[config.mk]
export PLATFORM = sky130hd
export DESIGN_NAME = checked_queue
export DESIGN_NICKNAME = d
export VERILOG_FILES = /design/src/dpq_pkg.sv /design/src/deq_request_buffer.sv /design/src/slot_allocator.sv /design/src/extreme_tracker.sv /design/src/slot_store.sv /design/src/checked_queue.sv
export SDC_FILE = /design/constraint.sdc
export NUM_CORES = 1
export LEC_CHECK = 0
export ABC_CLOCK_PERIOD_IN_PS = 5850
export BUFFER_PORTS_ARGS = -buffer_cell sky130_fd_sc_hd__buf_2
export CAP_MARGIN = 25
export CORE_MARGIN = 2
export CORE_UTILIZATION = 40
export CTS_BUF_LIST = sky130_fd_sc_hd__clkbuf_4 sky130_fd_sc_hd__clkbuf_8 sky130_fd_sc_hd__clkbuf_16
export CTS_CLUSTER_DIAMETER = 40
export DETAILED_ROUTE_END_ITERATION = 16
export SETUP_SLACK_MARGIN = 0.3
export SLEW_MARGIN = 20
export SYNTH_ARGS = -nofsm -noshare
export SYNTH_HDL_FRONTEND = slang
export SYNTH_SLANG_ARGS = --single-unit
[constraint.sdc]
create_clock -name clk_in -period 5.85 [get_ports clk_in]
set_clock_uncertainty 0.05 [all_clocks]
set_input_delay 0.2925 -clock clk_in [delete_from_list [all_inputs] [get_ports clk_in]]
set_output_delay 0.2925 -clock clk_in [all_outputs]
set_load 0.005 [all_outputs]
[src/dpq_pkg.sv]
package dpq_pkg;

  // which end of the queue a dequeue request takes from
  typedef enum logic {
    DEQ_SMALLEST = 1'b0,
    DEQ_LARGEST  = 1'b1
  } deq_kind_e;

  // payload width, e.g. a point index
  parameter int DEF_DATA_WIDTH = 16;

  // tag width, e.g. a distance
  parameter int DEF_TAG_WIDTH = 16;

  // number of storage slots
  parameter int DEF_DEPTH = 8;

  // pending dequeue requests held while a rescan runs
  parameter int DEF_REQ_DEPTH = 4;

endpackage

[src/deq_request_buffer.sv]
`timescale 1ns/1ns

module deq_request_buffer #(
  parameter int REQ_DEPTH = 4
) (
  input  logic                clk_in,
  input  logic                rst_in,
  input  logic                push_smallest,
  input  logic                push_largest,
  input  logic                req_take,
  output dpq_pkg::deq_kind_e  req_kind,
  output logic                req_pending
);

  localparam int PTR_W = $clog2(REQ_DEPTH);
  localparam int CNT_W = $clog2(REQ_DEPTH + 1);

  dpq_pkg::deq_kind_e kinds [REQ_DEPTH];

  logic [PTR_W-1:0] wr_ptr;
  logic [PTR_W-1:0] rd_ptr;
  logic [CNT_W-1:0] count;

  logic push;
  logic do_push;
  logic do_pop;

  // smallest wins when both pulses arrive together
  assign push    = push_smallest | push_largest;
  assign do_push = push && (count != CNT_W'(REQ_DEPTH));
  assign do_pop  = req_take && (count != '0);

  assign req_pending = (count != '0);
  assign req_kind    = kinds[rd_ptr];

  always_ff @(posedge clk_in) begin
    if (do_push) begin
      kinds[wr_ptr] <= push_smallest ? dpq_pkg::DEQ_SMALLEST : dpq_pkg::DEQ_LARGEST;
    end
  end

  always_ff @(posedge clk_in) begin
    if (rst_in) begin
      wr_ptr <= '0;
      rd_ptr <= '0;
      count  <= '0;
    end else begin
      if (do_push) begin
        wr_ptr <= (wr_ptr == PTR_W'(REQ_DEPTH - 1)) ? '0 : wr_ptr + 1'b1;
      end
      if (do_pop) begin
        rd_ptr <= (rd_ptr == PTR_W'(REQ_DEPTH - 1)) ? '0 : rd_ptr + 1'b1;
      end
      case ({do_push, do_pop})
        2'b10:   count <= count + 1'b1;
        2'b01:   count <= count - 1'b1;
        default: count <= count;
      endcase
    end
  end

endmodule

[src/slot_allocator.sv]
`timescale 1ns/1ns

module slot_allocator #(
  parameter int DEPTH = 8
) (
  input  logic                     clk_in,
  input  logic                     rst_in,
  input  logic                     slot_claim,
  input  logic                     slot_release,
  input  logic [$clog2(DEPTH)-1:0] released_slot,
  output logic [$clog2(DEPTH)-1:0] free_slot
);

  localparam int SLOT_W = $clog2(DEPTH);

  // ring of free slot indices, oldest free slot at the head
  logic [SLOT_W-1:0] ring [DEPTH];

  logic [SLOT_W-1:0] head;
  logic [SLOT_W-1:0] tail;

  assign free_slot = ring[head];

  // the ring starts full, so tail begins on top of head
  always_ff @(posedge clk_in) begin
    if (rst_in) begin
      for (int i = 0; i < DEPTH; i++) begin
        ring[i] <= SLOT_W'(i);
      end
    end else if (slot_release) begin
      ring[tail] <= released_slot;
    end
  end

  always_ff @(posedge clk_in) begin
    if (rst_in) begin
      head <= '0;
      tail <= '0;
    end else begin
      if (slot_claim) begin
        head <= (head == SLOT_W'(DEPTH - 1)) ? '0 : head + 1'b1;
      end
      if (slot_release) begin
        tail <= (tail == SLOT_W'(DEPTH - 1)) ? '0 : tail + 1'b1;
      end
    end
  end

  // claim and release in one cycle touch different ring entries
  // because a released slot was occupied, so the ring is not full

endmodule

[src/extreme_tracker.sv]
`timescale 1ns/1ns

module extreme_tracker #(
  parameter int TAG_WIDTH = 16,
  parameter int DEPTH     = 8
) (
  input  logic                     clk_in,
  input  logic                     rst_in,
  input  logic                     enq_write,
  input  logic [$clog2(DEPTH)-1:0] enq_slot,
  input  logic [TAG_WIDTH-1:0]     enq_tag,
  input  logic                     removed,
  input  logic [TAG_WIDTH-1:0]     scan_tag,
  input  logic                     scan_valid,
  output logic [$clog2(DEPTH)-1:0] scan_slot,
  output logic                     scan_busy,
  output logic [$clog2(DEPTH)-1:0] min_slot,
  output logic [$clog2(DEPTH)-1:0] max_slot,
  output logic [TAG_WIDTH-1:0]     min_tag,
  output logic [TAG_WIDTH-1:0]     max_tag
);

  localparam int SLOT_W = $clog2(DEPTH);

  logic scanning;

  logic [TAG_WIDTH-1:0] min_tag_nxt;
  logic [TAG_WIDTH-1:0] max_tag_nxt;
  logic [SLOT_W-1:0]    min_slot_nxt;
  logic [SLOT_W-1:0]    max_slot_nxt;

  // removed covers the cycle before the walk starts
  assign scan_busy = scanning | removed;

  // fold order: sentinel restart or scanned slot first, then the new entry
  always_comb begin
    min_tag_nxt  = min_tag;
    max_tag_nxt  = max_tag;
    min_slot_nxt = min_slot;
    max_slot_nxt = max_slot;

    if (removed) begin
      min_tag_nxt  = '1;
      max_tag_nxt  = '0;
      min_slot_nxt = '0;
      max_slot_nxt = '0;
    end else if (scanning && scan_valid) begin
      if (scan_tag <= min_tag_nxt) begin
        min_tag_nxt  = scan_tag;
        min_slot_nxt = scan_slot;
      end
      if (scan_tag >= max_tag_nxt) begin
        max_tag_nxt  = scan_tag;
        max_slot_nxt = scan_slot;
      end
    end

    // an entry written mid-scan may sit in a slot already visited
    if (enq_write) begin
      if (enq_tag <= min_tag_nxt) begin
        min_tag_nxt  = enq_tag;
        min_slot_nxt = enq_slot;
      end
      if (enq_tag >= max_tag_nxt) begin
        max_tag_nxt  = enq_tag;
        max_slot_nxt = enq_slot;
      end
    end
  end

  always_ff @(posedge clk_in) begin
    if (rst_in) begin
      min_tag  <= '1;
      max_tag  <= '0;
      min_slot <= '0;
      max_slot <= '0;
    end else begin
      min_tag  <= min_tag_nxt;
      max_tag  <= max_tag_nxt;
      min_slot <= min_slot_nxt;
      max_slot <= max_slot_nxt;
    end
  end

  // walk every slot once, DEPTH cycles
  always_ff @(posedge clk_in) begin
    if (rst_in) begin
      scanning  <= 1'b0;
      scan_slot <= '0;
    end else if (removed) begin
      scanning  <= 1'b1;
      scan_slot <= '0;
    end else if (scanning) begin
      if (scan_slot == SLOT_W'(DEPTH - 1)) begin
        scanning  <= 1'b0;
        scan_slot <= '0;
      end else begin
        scan_slot <= scan_slot + 1'b1;
      end
    end
  end

endmodule

[src/slot_store.sv]
`timescale 1ns/1ns

module slot_store #(
  parameter int DATA_WIDTH = 16,
  parameter int TAG_WIDTH  = 16,
  parameter int DEPTH      = 8
) (
  input  logic                     clk_in,
  input  logic                     rst_in,
  input  logic                     enq_in,
  input  logic [DATA_WIDTH-1:0]    enq_data_in,
  input  logic [TAG_WIDTH-1:0]     enq_tag_in,
  input  dpq_pkg::deq_kind_e       req_kind,
  input  logic                     req_pending,
  input  logic                     scan_busy,
  input  logic [$clog2(DEPTH)-1:0] free_slot,
  input  logic [$clog2(DEPTH)-1:0] min_slot,
  input  logic [$clog2(DEPTH)-1:0] max_slot,
  input  logic [$clog2(DEPTH)-1:0] scan_slot,
  output logic                     req_take,
  output logic                     slot_claim,
  output logic                     slot_release,
  output logic [$clog2(DEPTH)-1:0] released_slot,
  output logic                     enq_write,
  output logic [$clog2(DEPTH)-1:0] enq_slot,
  output logic [TAG_WIDTH-1:0]     enq_tag,
  output logic                     removed,
  output logic [TAG_WIDTH-1:0]     scan_tag,
  output logic                     scan_valid,
  output logic [DATA_WIDTH-1:0]    data_out,
  output logic [TAG_WIDTH-1:0]     tag_out,
  output logic                     valid_out,
  output logic [$clog2(DEPTH):0]   size_out,
  output logic                     full_out,
  output logic                     empty_out
);

  localparam int SLOT_W = $clog2(DEPTH);
  localparam int SIZE_W = SLOT_W + 1;

  logic [TAG_WIDTH-1:0]  tags     [DEPTH];
  logic [DATA_WIDTH-1:0] payloads [DEPTH];
  logic [DEPTH-1:0]      valid;

  logic              enq_accept;
  logic              do_remove;
  logic [SLOT_W-1:0] rem_slot;

  assign full_out  = (size_out == SIZE_W'(DEPTH));
  assign empty_out = (size_out == '0);

  assign enq_accept = enq_in && !full_out;

  // a popped request on an empty queue is simply dropped
  assign req_take  = req_pending && !scan_busy;
  assign do_remove = req_take && !empty_out;
  assign rem_slot  = (req_kind == dpq_pkg::DEQ_SMALLEST) ? min_slot : max_slot;

  assign slot_claim    = enq_accept;
  assign slot_release  = do_remove;
  assign released_slot = rem_slot;

  assign enq_write = enq_accept;
  assign enq_slot  = free_slot;
  assign enq_tag   = enq_tag_in;

  // read port for the tracker's rescan
  assign scan_tag   = tags[scan_slot];
  assign scan_valid = valid[scan_slot];

  always_ff @(posedge clk_in) begin
    if (enq_accept) begin
      tags[free_slot]     <= enq_tag_in;
      payloads[free_slot] <= enq_data_in;
    end
    if (do_remove) begin
      data_out <= payloads[rem_slot];
      tag_out  <= tags[rem_slot];
    end
  end

  // free and removed slots always differ, so both writes can land together
  always_ff @(posedge clk_in) begin
    if (rst_in) begin
      valid     <= '0;
      valid_out <= 1'b0;
      removed   <= 1'b0;
      size_out  <= '0;
    end else begin
      if (enq_accept) begin
        valid[free_slot] <= 1'b1;
      end
      if (do_remove) begin
        valid[rem_slot] <= 1'b0;
      end
      valid_out <= do_remove;
      removed   <= do_remove;
      case ({enq_accept, do_remove})
        2'b10:   size_out <= size_out + 1'b1;
        2'b01:   size_out <= size_out - 1'b1;
        default: size_out <= size_out;
      endcase
    end
  end

endmodule

[src/checked_queue.sv]
`timescale 1ns/1ns

module checked_queue #(
  parameter int DATA_WIDTH = dpq_pkg::DEF_DATA_WIDTH,
  parameter int TAG_WIDTH  = dpq_pkg::DEF_TAG_WIDTH,
  parameter int DEPTH      = dpq_pkg::DEF_DEPTH,
  parameter int REQ_DEPTH  = dpq_pkg::DEF_REQ_DEPTH
) (
  input  logic                   clk_in,
  input  logic                   rst_in,
  input  logic                   enq_in,
  input  logic [DATA_WIDTH-1:0]  enq_data_in,
  input  logic [TAG_WIDTH-1:0]   enq_tag_in,
  input  logic                   deq_smallest_in,
  input  logic                   deq_largest_in,
  output logic [DATA_WIDTH-1:0]  data_out,
  output logic [TAG_WIDTH-1:0]   tag_out,
  output logic                   valid_out,
  output logic [$clog2(DEPTH):0] size_out,
  output logic                   full_out,
  output logic                   empty_out,
  output logic [TAG_WIDTH-1:0]   min_tag_out,
  output logic [TAG_WIDTH-1:0]   max_tag_out,
  output logic                   busy_out
);

  localparam int SLOT_W = $clog2(DEPTH);

  dpq_pkg::deq_kind_e   req_kind;
  logic                 req_pending;
  logic                 req_take;
  logic                 slot_claim;
  logic                 slot_release;
  logic [SLOT_W-1:0]    released_slot;
  logic [SLOT_W-1:0]    free_slot;
  logic                 enq_write;
  logic [SLOT_W-1:0]    enq_slot;
  logic [TAG_WIDTH-1:0] enq_tag;
  logic                 removed;
  logic [SLOT_W-1:0]    scan_slot;
  logic [TAG_WIDTH-1:0] scan_tag;
  logic                 scan_valid;
  logic [SLOT_W-1:0]    min_slot;
  logic [SLOT_W-1:0]    max_slot;

  deq_request_buffer #(.REQ_DEPTH(REQ_DEPTH)) req_buf0 (
    .clk_in(clk_in), .rst_in(rst_in),
    .push_smallest(deq_smallest_in), .push_largest(deq_largest_in),
    .req_take(req_take), .req_kind(req_kind), .req_pending(req_pending)
  );

  slot_allocator #(.DEPTH(DEPTH)) alloc0 (
    .clk_in(clk_in), .rst_in(rst_in),
    .slot_claim(slot_claim), .slot_release(slot_release),
    .released_slot(released_slot), .free_slot(free_slot)
  );

  extreme_tracker #(.TAG_WIDTH(TAG_WIDTH), .DEPTH(DEPTH)) tracker0 (
    .clk_in(clk_in), .rst_in(rst_in),
    .enq_write(enq_write), .enq_slot(enq_slot), .enq_tag(enq_tag),
    .removed(removed), .scan_tag(scan_tag), .scan_valid(scan_valid),
    .scan_slot(scan_slot), .scan_busy(busy_out),
    .min_slot(min_slot), .max_slot(max_slot),
    .min_tag(min_tag_out), .max_tag(max_tag_out)
  );

  slot_store #(.DATA_WIDTH(DATA_WIDTH), .TAG_WIDTH(TAG_WIDTH), .DEPTH(DEPTH)) store0 (
    .clk_in(clk_in), .rst_in(rst_in),
    .enq_in(enq_in), .enq_data_in(enq_data_in), .enq_tag_in(enq_tag_in),
    .req_kind(req_kind), .req_pending(req_pending), .scan_busy(busy_out),
    .free_slot(free_slot), .min_slot(min_slot), .max_slot(max_slot),
    .scan_slot(scan_slot), .req_take(req_take),
    .slot_claim(slot_claim), .slot_release(slot_release),
    .released_slot(released_slot),
    .enq_write(enq_write), .enq_slot(enq_slot), .enq_tag(enq_tag),
    .removed(removed), .scan_tag(scan_tag), .scan_valid(scan_valid),
    .data_out(data_out), .tag_out(tag_out), .valid_out(valid_out),
    .size_out(size_out), .full_out(full_out), .empty_out(empty_out)
  );

endmodule

=== Word-level counts from Yosys, hierarchy flattened ===
Memory sizes are Yosys's and may differ from the RTL's. A register that Yosys moved wholly into a read port is not among the register bits.
Cells that the tools add are included.
W data, S select, Z words.

* $add $sub $neg: 9
* Order comparisons: 9
* Equality and inequality tests: 11
* Mux-type cells: 59
* Bitwise gates (word level): 5
* Reduce and logical (&&, ||, !) cells: 17

{| class="wikitable"
|+ Operators by type and width
! kind !! count
|-
| $mux W16 || 10
|-
| $mux W3 || 20
|-
| $ge A16 B16 Y1 || 2
|-
| $le A16 B16 Y1 || 2
|-
| $mux W8 || 3
|-
| $mux W1 || 17
|-
| $add A3 B1 Y3 const B || 4
|-
| $lt A3 B4 Y1 const B || 3
|-
| $eq A3 B3 Y1 const B || 3
|-
| $and A8 B8 Y8 || 1
|-
| $eq A2 B2 Y1 const B || 4
|-
| $logic_and A1 B1 Y1 || 8
|-
| $mux W2 || 4
|-
| $not A8 Y8 || 1
|-
| $or A8 B8 Y8 || 1
|-
| $pmux W4 S2 || 1
|-
| $demux W1 S3 || 2
|-
| $ge A3 B1 Y1 const B || 2
|-
| $pmux W3 S2 || 1
|-
| $add A2 B1 Y2 const B || 2
|-
| $add A4 B1 Y4 const B || 1
|-
| $eq A2 B1 Y1 const B || 2
|-
| $eq A4 B4 Y1 const B || 1
|-
| $logic_not A4 Y1 || 1
|-
| other kinds (10) || 14
|}

* Bits in registers: 68
* Bits in writable memories: 284
* Input bits: 37
* Output and inout port bits: 72
* Word-level logic and storage cells: 128
* Memories: 4

{| class="wikitable"
|+ Memories
! name !! depth !! bits a word !! rd ports !! clocked after memory_dff !! write ports !! RTL line !! RTL
|-
| store0.payloads || 8 || 16 || 1 || 1 || 1 || slot_store.sv:42 || <nowiki>logic [DATA_WIDTH-1:0] payloads [DEPTH];</nowiki>
|-
| store0.tags || 8 || 16 || 2 || 2 || 1 || slot_store.sv:41 || <nowiki>logic [TAG_WIDTH-1:0] tags [DEPTH];</nowiki>
|-
| alloc0.ring || 8 || 3 || 1 || 1 || 8 || slot_allocator.sv:17 || <nowiki>logic [SLOT_W-1:0] ring [DEPTH];</nowiki>
|-
| req_buf0.kinds || 4 || 1 || 1 || 1 || 1 || deq_request_buffer.sv:18 || <nowiki>dpq_pkg::deq_kind_e kinds [REQ_DEPTH];</nowiki>
|}

=== Depth between registers and ports, before layout ===
Gate-level depths: netlist of run 1.

* Depth after elaboration: 9
* Depth in mapped cells: 23

=== By module ===
From an unflattened synthesis of run 1, not the netlist that was laid out.

* Cell total of the unflattened synthesis: 1273
* Area, all modules: 18465.2 um^2

{| class="wikitable"
|+ By module, submodules not included
! module !! times used !! cells each !! area each (um^2) !! seq. area each (um^2)
|-
| slot_store || 1 || 703 || 12602.1 || 8908.5
|-
| extreme_tracker || 1 || 404 || 3706.1 || 840.8
|-
| slot_allocator || 1 || 108 || 1510.2 || 900.9
|-
| deq_request_buffer || 1 || 58 || 646.9 || 300.3
|}

=== Worst setup path after synthesis of run 1 ===
OpenSTA, ideal clock, no wires.

* Path kind: register -> register
* Start: reg with a tool-made name
* End: reg tracker0.max_tag[5]
* Arrival: 5364 ps
* Data required time: 5730 ps
* Path slack: 366 ps
* Cell stages (with the launch flop): 24
* Buffers on the path: 5
* Period minus slack after synthesis: 5484 ps
* Path through: dfxtp_1 clkbuf_1 buf_2 mux4_2 mux2_2 ha_1 o21a_1 o21ai_0 a2111oi_0 a211oi_1 nor2_4 buf_6 mux2i_1 nor2_1 ha_1 nand2b_1 a211oi_1 o21ai_0 and4_1 o311a_1 or3_1 clkbuf_2 buf_2 o2bb2ai_1

{| class="wikitable"
|+ RTL lines
! what !! RTL line !! RTL
|-
| end signal, assigned || extreme_tracker.sv:79 || <nowiki>max_tag <= max_tag_nxt;</nowiki>
|-
| end, declared || extreme_tracker.sv:20 || <nowiki>output logic [TAG_WIDTH-1:0] max_tag</nowiki>
|}

==> metrics, run 1 <==
ranking of synthesized cells by area=edfxtp_1, dfxtp_1, nand2_1; Via density=5.49; Core ar.=~44000 µm²; clk slew on worst S/H paths=0.06 ns; CTS Buffer Depth=3; ys async rst share=0%; CTS tree=yes; Worst EP required=between 6 and 7 ns; dominant cell by count in the synthesized netlist=edfxtp_1; Synth-to-Final Area Change=21.1%; vias in the first global route=roughly 12000; Max-Cap Viols=0; cell count after synthesis=between 1000 and 1500; initial antenna violation count=1; placement row count=77; starting density of the core=40.6%; fin. max-slew vios=0; crit end category=flip-flop; compound-cell area share of the yosys netlist=under 10%; synth warn=0; largest family of logic cells by synthesized area=simple AND/OR/NAND/NOR gates; final net count=1730; Pwr Total=0.00984 W; Synth Net Count=1572; worst slew pin tran=1.03 ns; xor/xnor share of the synthesized area=0.244%; Cell Area, Synth=18000 µm²; Vert. Die Dim=216 µm; Finished Cell Area=21700 µm²; Synth Flop Type=edfxtp_1; RSZ-0062 raised after global routing=no; most area-hungry cell type in the Yosys netlist=edfxtp_1; die width=216 µm; pwr/cell area=approximately 450 nW/µm²; area of the multi-input gates=6650 µm²; Detail Route Antenna Nets=0; Final HPWL DP=~29000 µm; simple-gate share of the synthesized area=12.4%; register area=about 11000 µm²; DRC=0; Clock Latency Late Sink=0.60 ns; worst endpoint data arrival time=5.79 ns; full die area=46600 µm²; status=finished, final reports clean; Final Cycle Share=approximately nine tenths; hold crit path type=primary input to flip-flop; Setup violations, final=0; port buffer count=108; Max Clock Freq=186 MHz; all-layer global routing usage=between 20% and 30%; Post-synth EDFFs=316; DRT iter0 DRCs=between 900 and 1000; post-DR wirelength/cell=21.4 µm; setup TNS=0 ns; synthesized area per cell=12.3 µm²; Worst VDD drop=0.218 mV; global-route wire length before repair=72600 µm; largest net degree at the start of global routing=137; commonest cells in the netlist=edfxtp_1, nand2_1, a21oi_1; fillcell total=3783; top-area cell type share of the netlist area=between 50% and 60%; sequential area share after synthesis=61.3%; layout cells sized above 1=a little over a fifth; total clock sinks=392; leak pwr=7.94 nW; Final Wtd Congestion=0.841; Final Hold Fails=0; Vias=12300; post-synthesis mux area share=7.99%; total CTS buffers=54; DRT Pass-1 Iters=7; Setup CP Type=flip-flop to flip-flop; H-tree Lvls=2; Worst slew margin=roughly 31%; placed inst area=19300 µm²; Synth Register Bits=between 300 and 400; GRT Residual Overflow=0; worst-path fanout max=19; Tmin final=5.38 ns; synth unique cells=63; # IOs=109; clk root buf=clkbuf_16; Worst Setup Start Kind=flip-flop; Adder-Cell Fraction of Synth Area=roughly 5.7%; final wirelength=48100 µm
## report_power, final
part	internal [W]	switching, W
sequential	0.00352	0.000232
combinational	0.000960	0.00171
clock	0.00214	0.00127
## through the flow
step / hold WS [ns] / util [%] / worst slack, ns / cells
finish: 0.0375 / 49.2 / 0.473 / 2249
global route: 0.0319 / 49.2 / 0.287 / 2248
CTS: 0.0112 / 48.5 / 0.322 / 2233
detailed placement: 0.435 / 43.5 / 0.0754 / 2108
global placement: 0.420 / 43.4 / -0.0751 / 2105
floorplan: 0.341 / - / 0.366 / 1454
## metal layers
metal	global-route usage, %	vias up	share of wire [%]
met4	7.08	0	2.7
met3	3.10	80	5.5
li1	-	5744	-
met1	26.2	6121	42
met5	0	-	0
met2	34.9	392	50
## state kept, by name, indices dropped and copies added (netlist names), named ones only
signal,cells
alloc0.head,3
alloc0.ring,24
alloc0.tail,3
req_buf0.count,3
req_buf0.kinds,4
req_buf0.rd_ptr,2
req_buf0.wr_ptr,2
store0.data_out,16
store0.payloads,128
store0.removed,1
store0.size_out,4
store0.tag_out,16
store0.tags,128
store0.valid,8
tracker0.max_slot,3
tracker0.max_tag,16
tracker0.min_slot,3
tracker0.min_tag,16
tracker0.scan_slot,3
tracker0.scanning,1
## area by class of cell
cell class	instances	area share, %
diodes	1	0.0115
clock buffers	63	6.63
clock inverters	37	2.14
inverters	50	0.863
multi-input cells	941	30.6
flip-flops and latches	392	50.6
well taps	592	3.41
repair buffers	173	5.71
## path summary, 6_finish.rpt
kind	slack, ns	start	to	cells past startpoint
setup / recovery	0.47	flip-flop	tracker0.min_tag[14]$_SDFF_PP1_	19
hold / removal	0.04	enq_tag_in[13]	store0.tags[7][13]$_DFFE_PP_	1
setup reg to reg	0.47	flip-flop	tracker0.min_tag[14]$_SDFF_PP1_	19
hold reg to reg	0.44	alloc0.head[2]$_SDFFE_PP0P_	flip-flop	2
## cell usage in the layout, fill, tap and decap left out, types with 14 or more instances in the layout
cell type        n
a21oi_1        176
clkbuf_16       57
o2bb2ai_1       15
ha_1            79
dfxtp_1         75
or4_1           31
nand2_1        274
nor3_1          20
buf_2          108
nor2_1          66
inv_1           49
edfxtp_1       316
dlygate4sd3_1   21
or2_2           14
buf_4           31
mux4_2          42
mux2i_1         28
## cells by family after synthesis
family          after synthesis
xor+xnor                      5
buf+inv                     124
fa+ha+maj                    81
compound gates              271
simple gates                493
mux                          88
flops                       392
## timing repair
action / CTS / global route
setup buffers: 4 / 6
hold endpoints to repair: 137 / 0
setup endpoints to repair: 35 / 38
pin swaps: 2 / 11
hold buffers: 21 / 0
gates resized for setup: 7 / 26
cloned: 0 / 6
## worst max-delay path, stage by stage, from the launching register on
cell	delay (ns)
dfxtp_4	0.42
buf_12	0.17
mux4_2	0.49
mux2_2	0.36
ha_1	0.33
nand4_1	0.18
nor2_1	0.08
a221o_1	0.35
a211o_4	0.37
a211o_4	0.43
o32ai_1	0.22
ha_1	0.33
a21o_1	0.17
nand3_1	0.08
a21oi_1	0.09
o31a_1	0.37
a2111o_2	0.40
buf_12	0.17
nor2_1	0.11
a21oi_1	0.05
Note: power is estimated with default switching activity, not from simulation.
==> inputs of run 2 (changes only) <==
--- a/config.mk
+++ b/config.mk
@@ -5,6 +5,7 @@
 export SDC_FILE = /design/constraint.sdc
 export NUM_CORES = 1
 export LEC_CHECK = 0
+export ABC_AREA = 1
 export ABC_CLOCK_PERIOD_IN_PS = 5850
 export BUFFER_PORTS_ARGS = -buffer_cell sky130_fd_sc_hd__buf_2
 export CAP_MARGIN = 25
==> metrics, run 2 <==
status=finished, final reports clean; starting density of the core=40.7%; Clock Latency Late Sink=0.60 ns; # resized after CTS=0; pwr/cell area=526 nW/µm²; flop2flop setup slack=0.76 ns; all-layer global routing usage=20.5%; Final HPWL DP=29300 µm; clk root buf=clkbuf_16; Synth-to-Final Area Change=19.2%; crit end category=flip-flop; Via density=5.28; Placed Cells=2517; CTS Buffer Depth=3; Detail Route Antenna Nets=0; sw frac=37.2%; placed inst area=19700 µm²; fin worst setup slack=roughly 0.76 ns; pre-CTS setup slack=~0.9 ns; Synth Register Bits=392; setup TNS=0 ns; port buffer count=around 110; Worst Setup Start Kind=flip-flop; Cell Area, Synth=18600 µm²; DRT Pass-1 Iters=5; H-tree Lvls=3; leak pwr=approximately 9 nW; sequential area share after synthesis=a little under 60%; Vias=around 14000; Vert. Die Dim=220 µm; full die area=48200 µm²; die width=220 µm; most frequent cells in the layout=edfxtp_1, nand2_1, nor2_1; synth warn=0; Worst EP required=about 6.2 ns; layout cells sized above 1=14.0%; initial antenna violation count=2; Post-synth EDFFs=316; fin. max-slew vios=0; most common cell after layout, fill and taps aside=edfxtp_1; Tmin final=5.09 ns; Comb power frac=33.5%; synthesized area per cell=9.91 µm²; Final Hold Fails=0; cell count after synthesis=1876; final net count=between 2000 and 2500; sequential power share=33.5%; hold crit path type=primary input to flip-flop; vias in the first global route=14000; P_int=0.00732 W; total CTS buffers=66; RSZ-0062 raised after global routing=yes; total clock sinks=392; top-area cell type share of the netlist area=around half; most area-hungry cell type in the Yosys netlist=edfxtp_1; global-route wire length before repair=76300 µm; dominant cell by count in the synthesized netlist=edfxtp_1; Finished Cell Area=around 22000 µm²; DRT iter0 DRCs=1297; Max-Cap Viols=0; Slowest-stage cell, CP=o21ai_1; # IOs=109; post-DR wirelength/cell=around 18 µm; worst endpoint data arrival time=5.47 ns; placement row count=78; Worst VDD drop=roughly 0.29 mV; commonest cells in the netlist=edfxtp_1, nand2_1, nor2_1; Setup CP Type=flip-flop to flip-flop; Switch Pwr=0.00433 W; DRC=0; largest net degree at the start of global routing=89; ys async rst share=0%; Final Cycle Share=approximately 87%; Largest regs=store0.payloads x128, store0.tags x128, alloc0.ring x24; Synth Net Count=1994; clock power share=33.1%; Synth Flop Type=edfxtp_1; ranking of synthesized cells by area=edfxtp_1, dfxtp_1, ha_1; fin cells=2657; Setup violations, final=0; Slowest Stage Delay on Critical Path=0.46 ns; final wirelength=48300 µm; synth unique cells=45; worst slew pin tran=0.941 ns; CTS tree=yes; Worst slew margin=a little under two fifths; clk slew on worst S/H paths=0.05 ns; worst hold margin=approximately 0.043 ns; Max Clock Freq=197 MHz; Core ar.=roughly 46000 µm²; Final Wtd Congestion=around 0.87; GRT Residual Overflow=0; CP dominant cell by count=nand2_1; worst-path fanout max=32
==> run 2: critical path, delay by kind of cell, from the launching register on <==
kind,cells,cell delay [ns]
AO/OA/AOI/OAI,5,0.98
flip-flops,1,0.34
adder cells (fa/ha/maj),2,0.59
buffers and inverters,5,0.49
AND/OR/NAND/NOR,19,2.49
==> run 2: worst paths after layout <==
kind,cells after the start,to,start
max,31,tracker0.min_tag[6]$_SDFF_PP1_,flip-flop
min,1,store0.tags[0][1]$_DFFE_PP_,enq_tag_in[1]
max reg2reg,31,tracker0.min_tag[6]$_SDFF_PP1_,flip-flop
min reg2reg,2,store0.valid[1]$_SDFF_PP0_,store0.valid[1]$_SDFF_PP0_
==> run 2: power groups by stage <==
stage / combinational, W / sequential, W / clock [W]
floorplan: 0.00259 / 0.00391 / 0
global placement: 0.00375 / 0.00394 / 0
detailed placement: 0.00387 / 0.00395 / 0
CTS: 0.00390 / 0.00390 / 0.00392
global route: 0.00442 / 0.00395 / 0.00404
finish: 0.00390 / 0.00390 / 0.00385
==> run 2: area by class of cell <==
type / count / area [µm²]
inverters: 200 / 758
clock inverters: 44 / 453
well taps: 600 / 751
multi-input cells: 1191 / 6440
flip-flops and latches: 392 / 11000
fillers: 4177 / 23500
clock buffers: 76 / 1770
repair buffers: 152 / 968
diodes: 2 / 5.00
==> run 2: layer usage <==
metal  vias to the layer above  GRT usage, %  share of wire (%)
met4                         0          7.85                2.5
met5                         -             0                  0
li1                       6827             -                  -
met1                      6604          28.0                 46
met3                       103          3.70                6.4
met2                       485          32.4                 45
==> run 2: metrics by stage <==
stage               util [%]  total power, W
global route            48.5          0.0124
CTS                     48.5          0.0117
global placement        43.1         0.00769
finish                  48.5          0.0117
floorplan                  -         0.00650
detailed placement      43.2         0.00782
==> run 2: cell families (layout without fill, tap and decap cells) <==
logic type	after synthesis	count (layout)	share of synthesized area, %
AND/OR/NAND/NOR	642	642	15.1
AO/OA/AOI/OAI	467	467	13.5
flip-flops	392	392	59.2
buffers and inverters	293	472	6.52
adder cells (fa/ha/maj)	81	81	5.53
XOR/XNOR	1	1	0.0471
other	0	2	0
==> run 2: repair_timing <==
action / CTS / global route
hold buffers: 18 / 0
buffers inserted: 0 / 0
endpoints found under the hold margin: 133 / 0
setup endpoints to repair: 0 / 6
==> inputs of run 3 (changes only) <==
--- a/config.mk
+++ b/config.mk
@@ -5,8 +5,7 @@
 export SDC_FILE = /design/constraint.sdc
 export NUM_CORES = 1
 export LEC_CHECK = 0
-export ABC_AREA = 1
-export ABC_CLOCK_PERIOD_IN_PS = 5850
+export ABC_CLOCK_PERIOD_IN_PS = 4300
 export BUFFER_PORTS_ARGS = -buffer_cell sky130_fd_sc_hd__buf_2
 export CAP_MARGIN = 25
 export CORE_MARGIN = 2
==> constraint.sdc (replaced) <==
create_clock -name clk_in -period 4.3 [get_ports clk_in]
set_clock_uncertainty 0.05 [all_clocks]
set_input_delay 0.215 -clock clk_in [delete_from_list [all_inputs] [get_ports clk_in]]
set_output_delay 0.215 -clock clk_in [all_outputs]
set_load 0.005 [all_outputs]
==> metrics, run 3 (synthesized netlist as in run 1, its figures left out) <==
final wirelength=around 50000 µm; M2 GR Usage=between 30% and 40%; Tmin final=5.23 ns; Worst EP required=around 4.8 ns; pre-CTS setup slack=-1.21 ns; fillcell total=between 3000 and 4000; DRT Pass-1 Iters=7; Vert. Die Dim=216 µm; H-tree Lvls=2; die width=216 µm; total clock sinks=392; Comb power frac=29.1%; Worst slew margin=a little under two fifths; RSZ-0062 raised after global routing=yes; Final Wtd Congestion=0.866; Final HPWL DP=30800 µm; GRT Residual Overflow=0; worst-path fanout max=8; Detail Route Antenna Nets=0; leak pwr=9.03 nW; starting density of the core=roughly two fifths; worst endpoint data arrival time=5.68 ns; Setup violations, final=38; met3 Use GR=3.10%; clock power share=a little over a third; placed inst area=20600 µm²; post-DR wirelength/cell=20.4 µm; Largest regs=store0.payloads x128, store0.tags x128, alloc0.ring x24; status=complete, but fails checks; failing checks=negative setup slack; final core utilization=54.1%; Vias=13000; sequential power share=about a third; Final Cycle Share=122%; largest net degree at the start of global routing=about 140; final net count=1912; placement row count=77; Clock Latency Late Sink=0.63 ns; all-layer global routing usage=a little over a fifth; n_diodes=0; Final Hold Fails=0; fin. max-slew vios=0; clk slew on worst S/H paths=0.06 ns; crit end category=flip-flop; # IOs=109; initial antenna violation count=0; Via density=5.32; Core ar.=44200 µm²; global-route wire length before repair=roughly 76000 µm; Max-Cap Viols=0; layout cells sized above 1=31.6%; Pwr Total=around 0.014 W; GR peak layer=met2; Switch Pwr=0.00472 W; most common cell after layout, fill and taps aside=edfxtp_1; clk root buf=clkbuf_16; hold crit path type=primary input to flip-flop; P_int=0.00971 W; DRC=0; vias in the first global route=between 10000 and 15000; Max Clock Freq=about 190 MHz; DRT iter0 DRCs=881; Worst VDD drop=0.405 mV; full die area=46600 µm²; port buffer count=108; Setup CP Type=flip-flop to flip-flop; Synth-to-Final Area Change=33.1%; total CTS buffers=61; GR Util met1=27.3%; worst slew pin tran=roughly 0.9 ns; CTS tree=yes; most frequent cells in the layout=edfxtp_1, nand2_1, buf_4; Worst Setup Start Kind=flip-flop; Finished Cell Area=23900 µm²; pwr/cell area=603 nW/µm²; CTS Buffer Depth=3; sw frac=between 30% and 40%; fin worst setup slack=-0.930 ns
-- run 3: cell count changes in the layout (fill, tap and decap cells not counted), moves of 26 or more --
cell,change
inv_1,-139
mux2i_1,+27
nand4_1,-26
o211ai_1,-31
nor2_1,-159
o21ai_0,-159
mux4_2,+42
nand3_1,-94
buf_4,+153
o21ai_1,-74
nand2_1,+33
or4_1,+31
-- run 3: what timing repair did --
| action | 4_1_cts | 5_1_grt |
|---|---|---|
| setup endpoints to repair | 38 | 38 |
| gates resized for setup | 66 | 32 |
| buffers inserted | 15 | 3 |
| hold endpoints to repair | 298 | 0 |
| hold buffers | 35 | 0 |
| gates cloned | 3 | 0 |
| pin swaps | 9 | 6 |
-- run 3: final timing paths --
check / from / end / slack (ns) / cells past startpoint
max: flip-flop / tracker0.min_tag[5]$_SDFF_PP1_ / -0.93 / 20
min: deq_largest_in / req_buf0.wr_ptr[1]$_SDFFE_PP0P_ / 0.13 / 5
max reg2reg: flip-flop / tracker0.min_tag[5]$_SDFF_PP1_ / -0.93 / 20
min reg2reg: alloc0.head[2]$_SDFFE_PP0P_ / flip-flop / 0.45 / 2
-- run 3: worst max-delay path: stages (launching register included) --
cell and delay, ns:
dfxtp_4 0.42, buf_4 0.16, buf_4 0.15, mux4_2 0.49, mux2_2 0.33, buf_4 0.16, ha_1 0.29, a21oi_1 0.13
o21ai_1 0.15, a211o_4 0.39, a211o_4 0.44, o32ai_4 0.16, ha_1 0.30, a21o_1 0.19, nand3_2 0.07, a21oi_2 0.05
o31a_1 0.35, a2111o_1 0.48, buf_6 0.18, nor2_4 0.09, a21oi_1 0.06
-- run 3: cell type report --
type | count | area, µm² | area share [%]
Clock buffer | 72 | 1610 | 6.73
Timing Repair Buffer | 349 | 2770 | 11.6
Multi-Input combinational cell | 940 | 7020 | 29.4
Tap cell | 592 | 741 | 3.10
Inverter | 50 | 188 | 0.785
Clock inverter | 44 | 569 | 2.38
Sequential cell | 392 | 11000 | 46.1
-- run 3: stage by stage --
stage / hold slack [ns] / cells / TNS (ns)
after floorplan: 0.264 / 1454 / -26.15
after global placement: 0.428 / 2266 / -37.12
after detailed placement: 0.438 / 2267 / -41.20
after CTS: 0.125 / 2436 / -32.62
after global routing: 0.183 / 2439 / -41.02
final: 0.127 / 2439 / -34.00
-- run 3: power groups by stage --
| stage | Sequential [W] | Combinational [W] | Clock [W] |
|---|---|---|---|
| 3_3_place_gp | 0.00514 | 0.00384 | 0 |
| 3_5_place_dp | 0.00515 | 0.00392 | 0 |
| 5_1_grt | 0.00514 | 0.00460 | 0.00539 |
| 2_1_floorplan | 0.00508 | 0.00227 | 0 |
| 4_1_cts | 0.00509 | 0.00415 | 0.00522 |
| 6_report | 0.00509 | 0.00420 | 0.00513 |
-- run 3: per-layer routing --
layer | vias up | wire length [µm]
met5 | - | 0
met4 | 0 | 1750
met3 | 112 | 2280
met2 | 358 | 24600
met1 | 6379 | 21100
li1 | 6124 | -
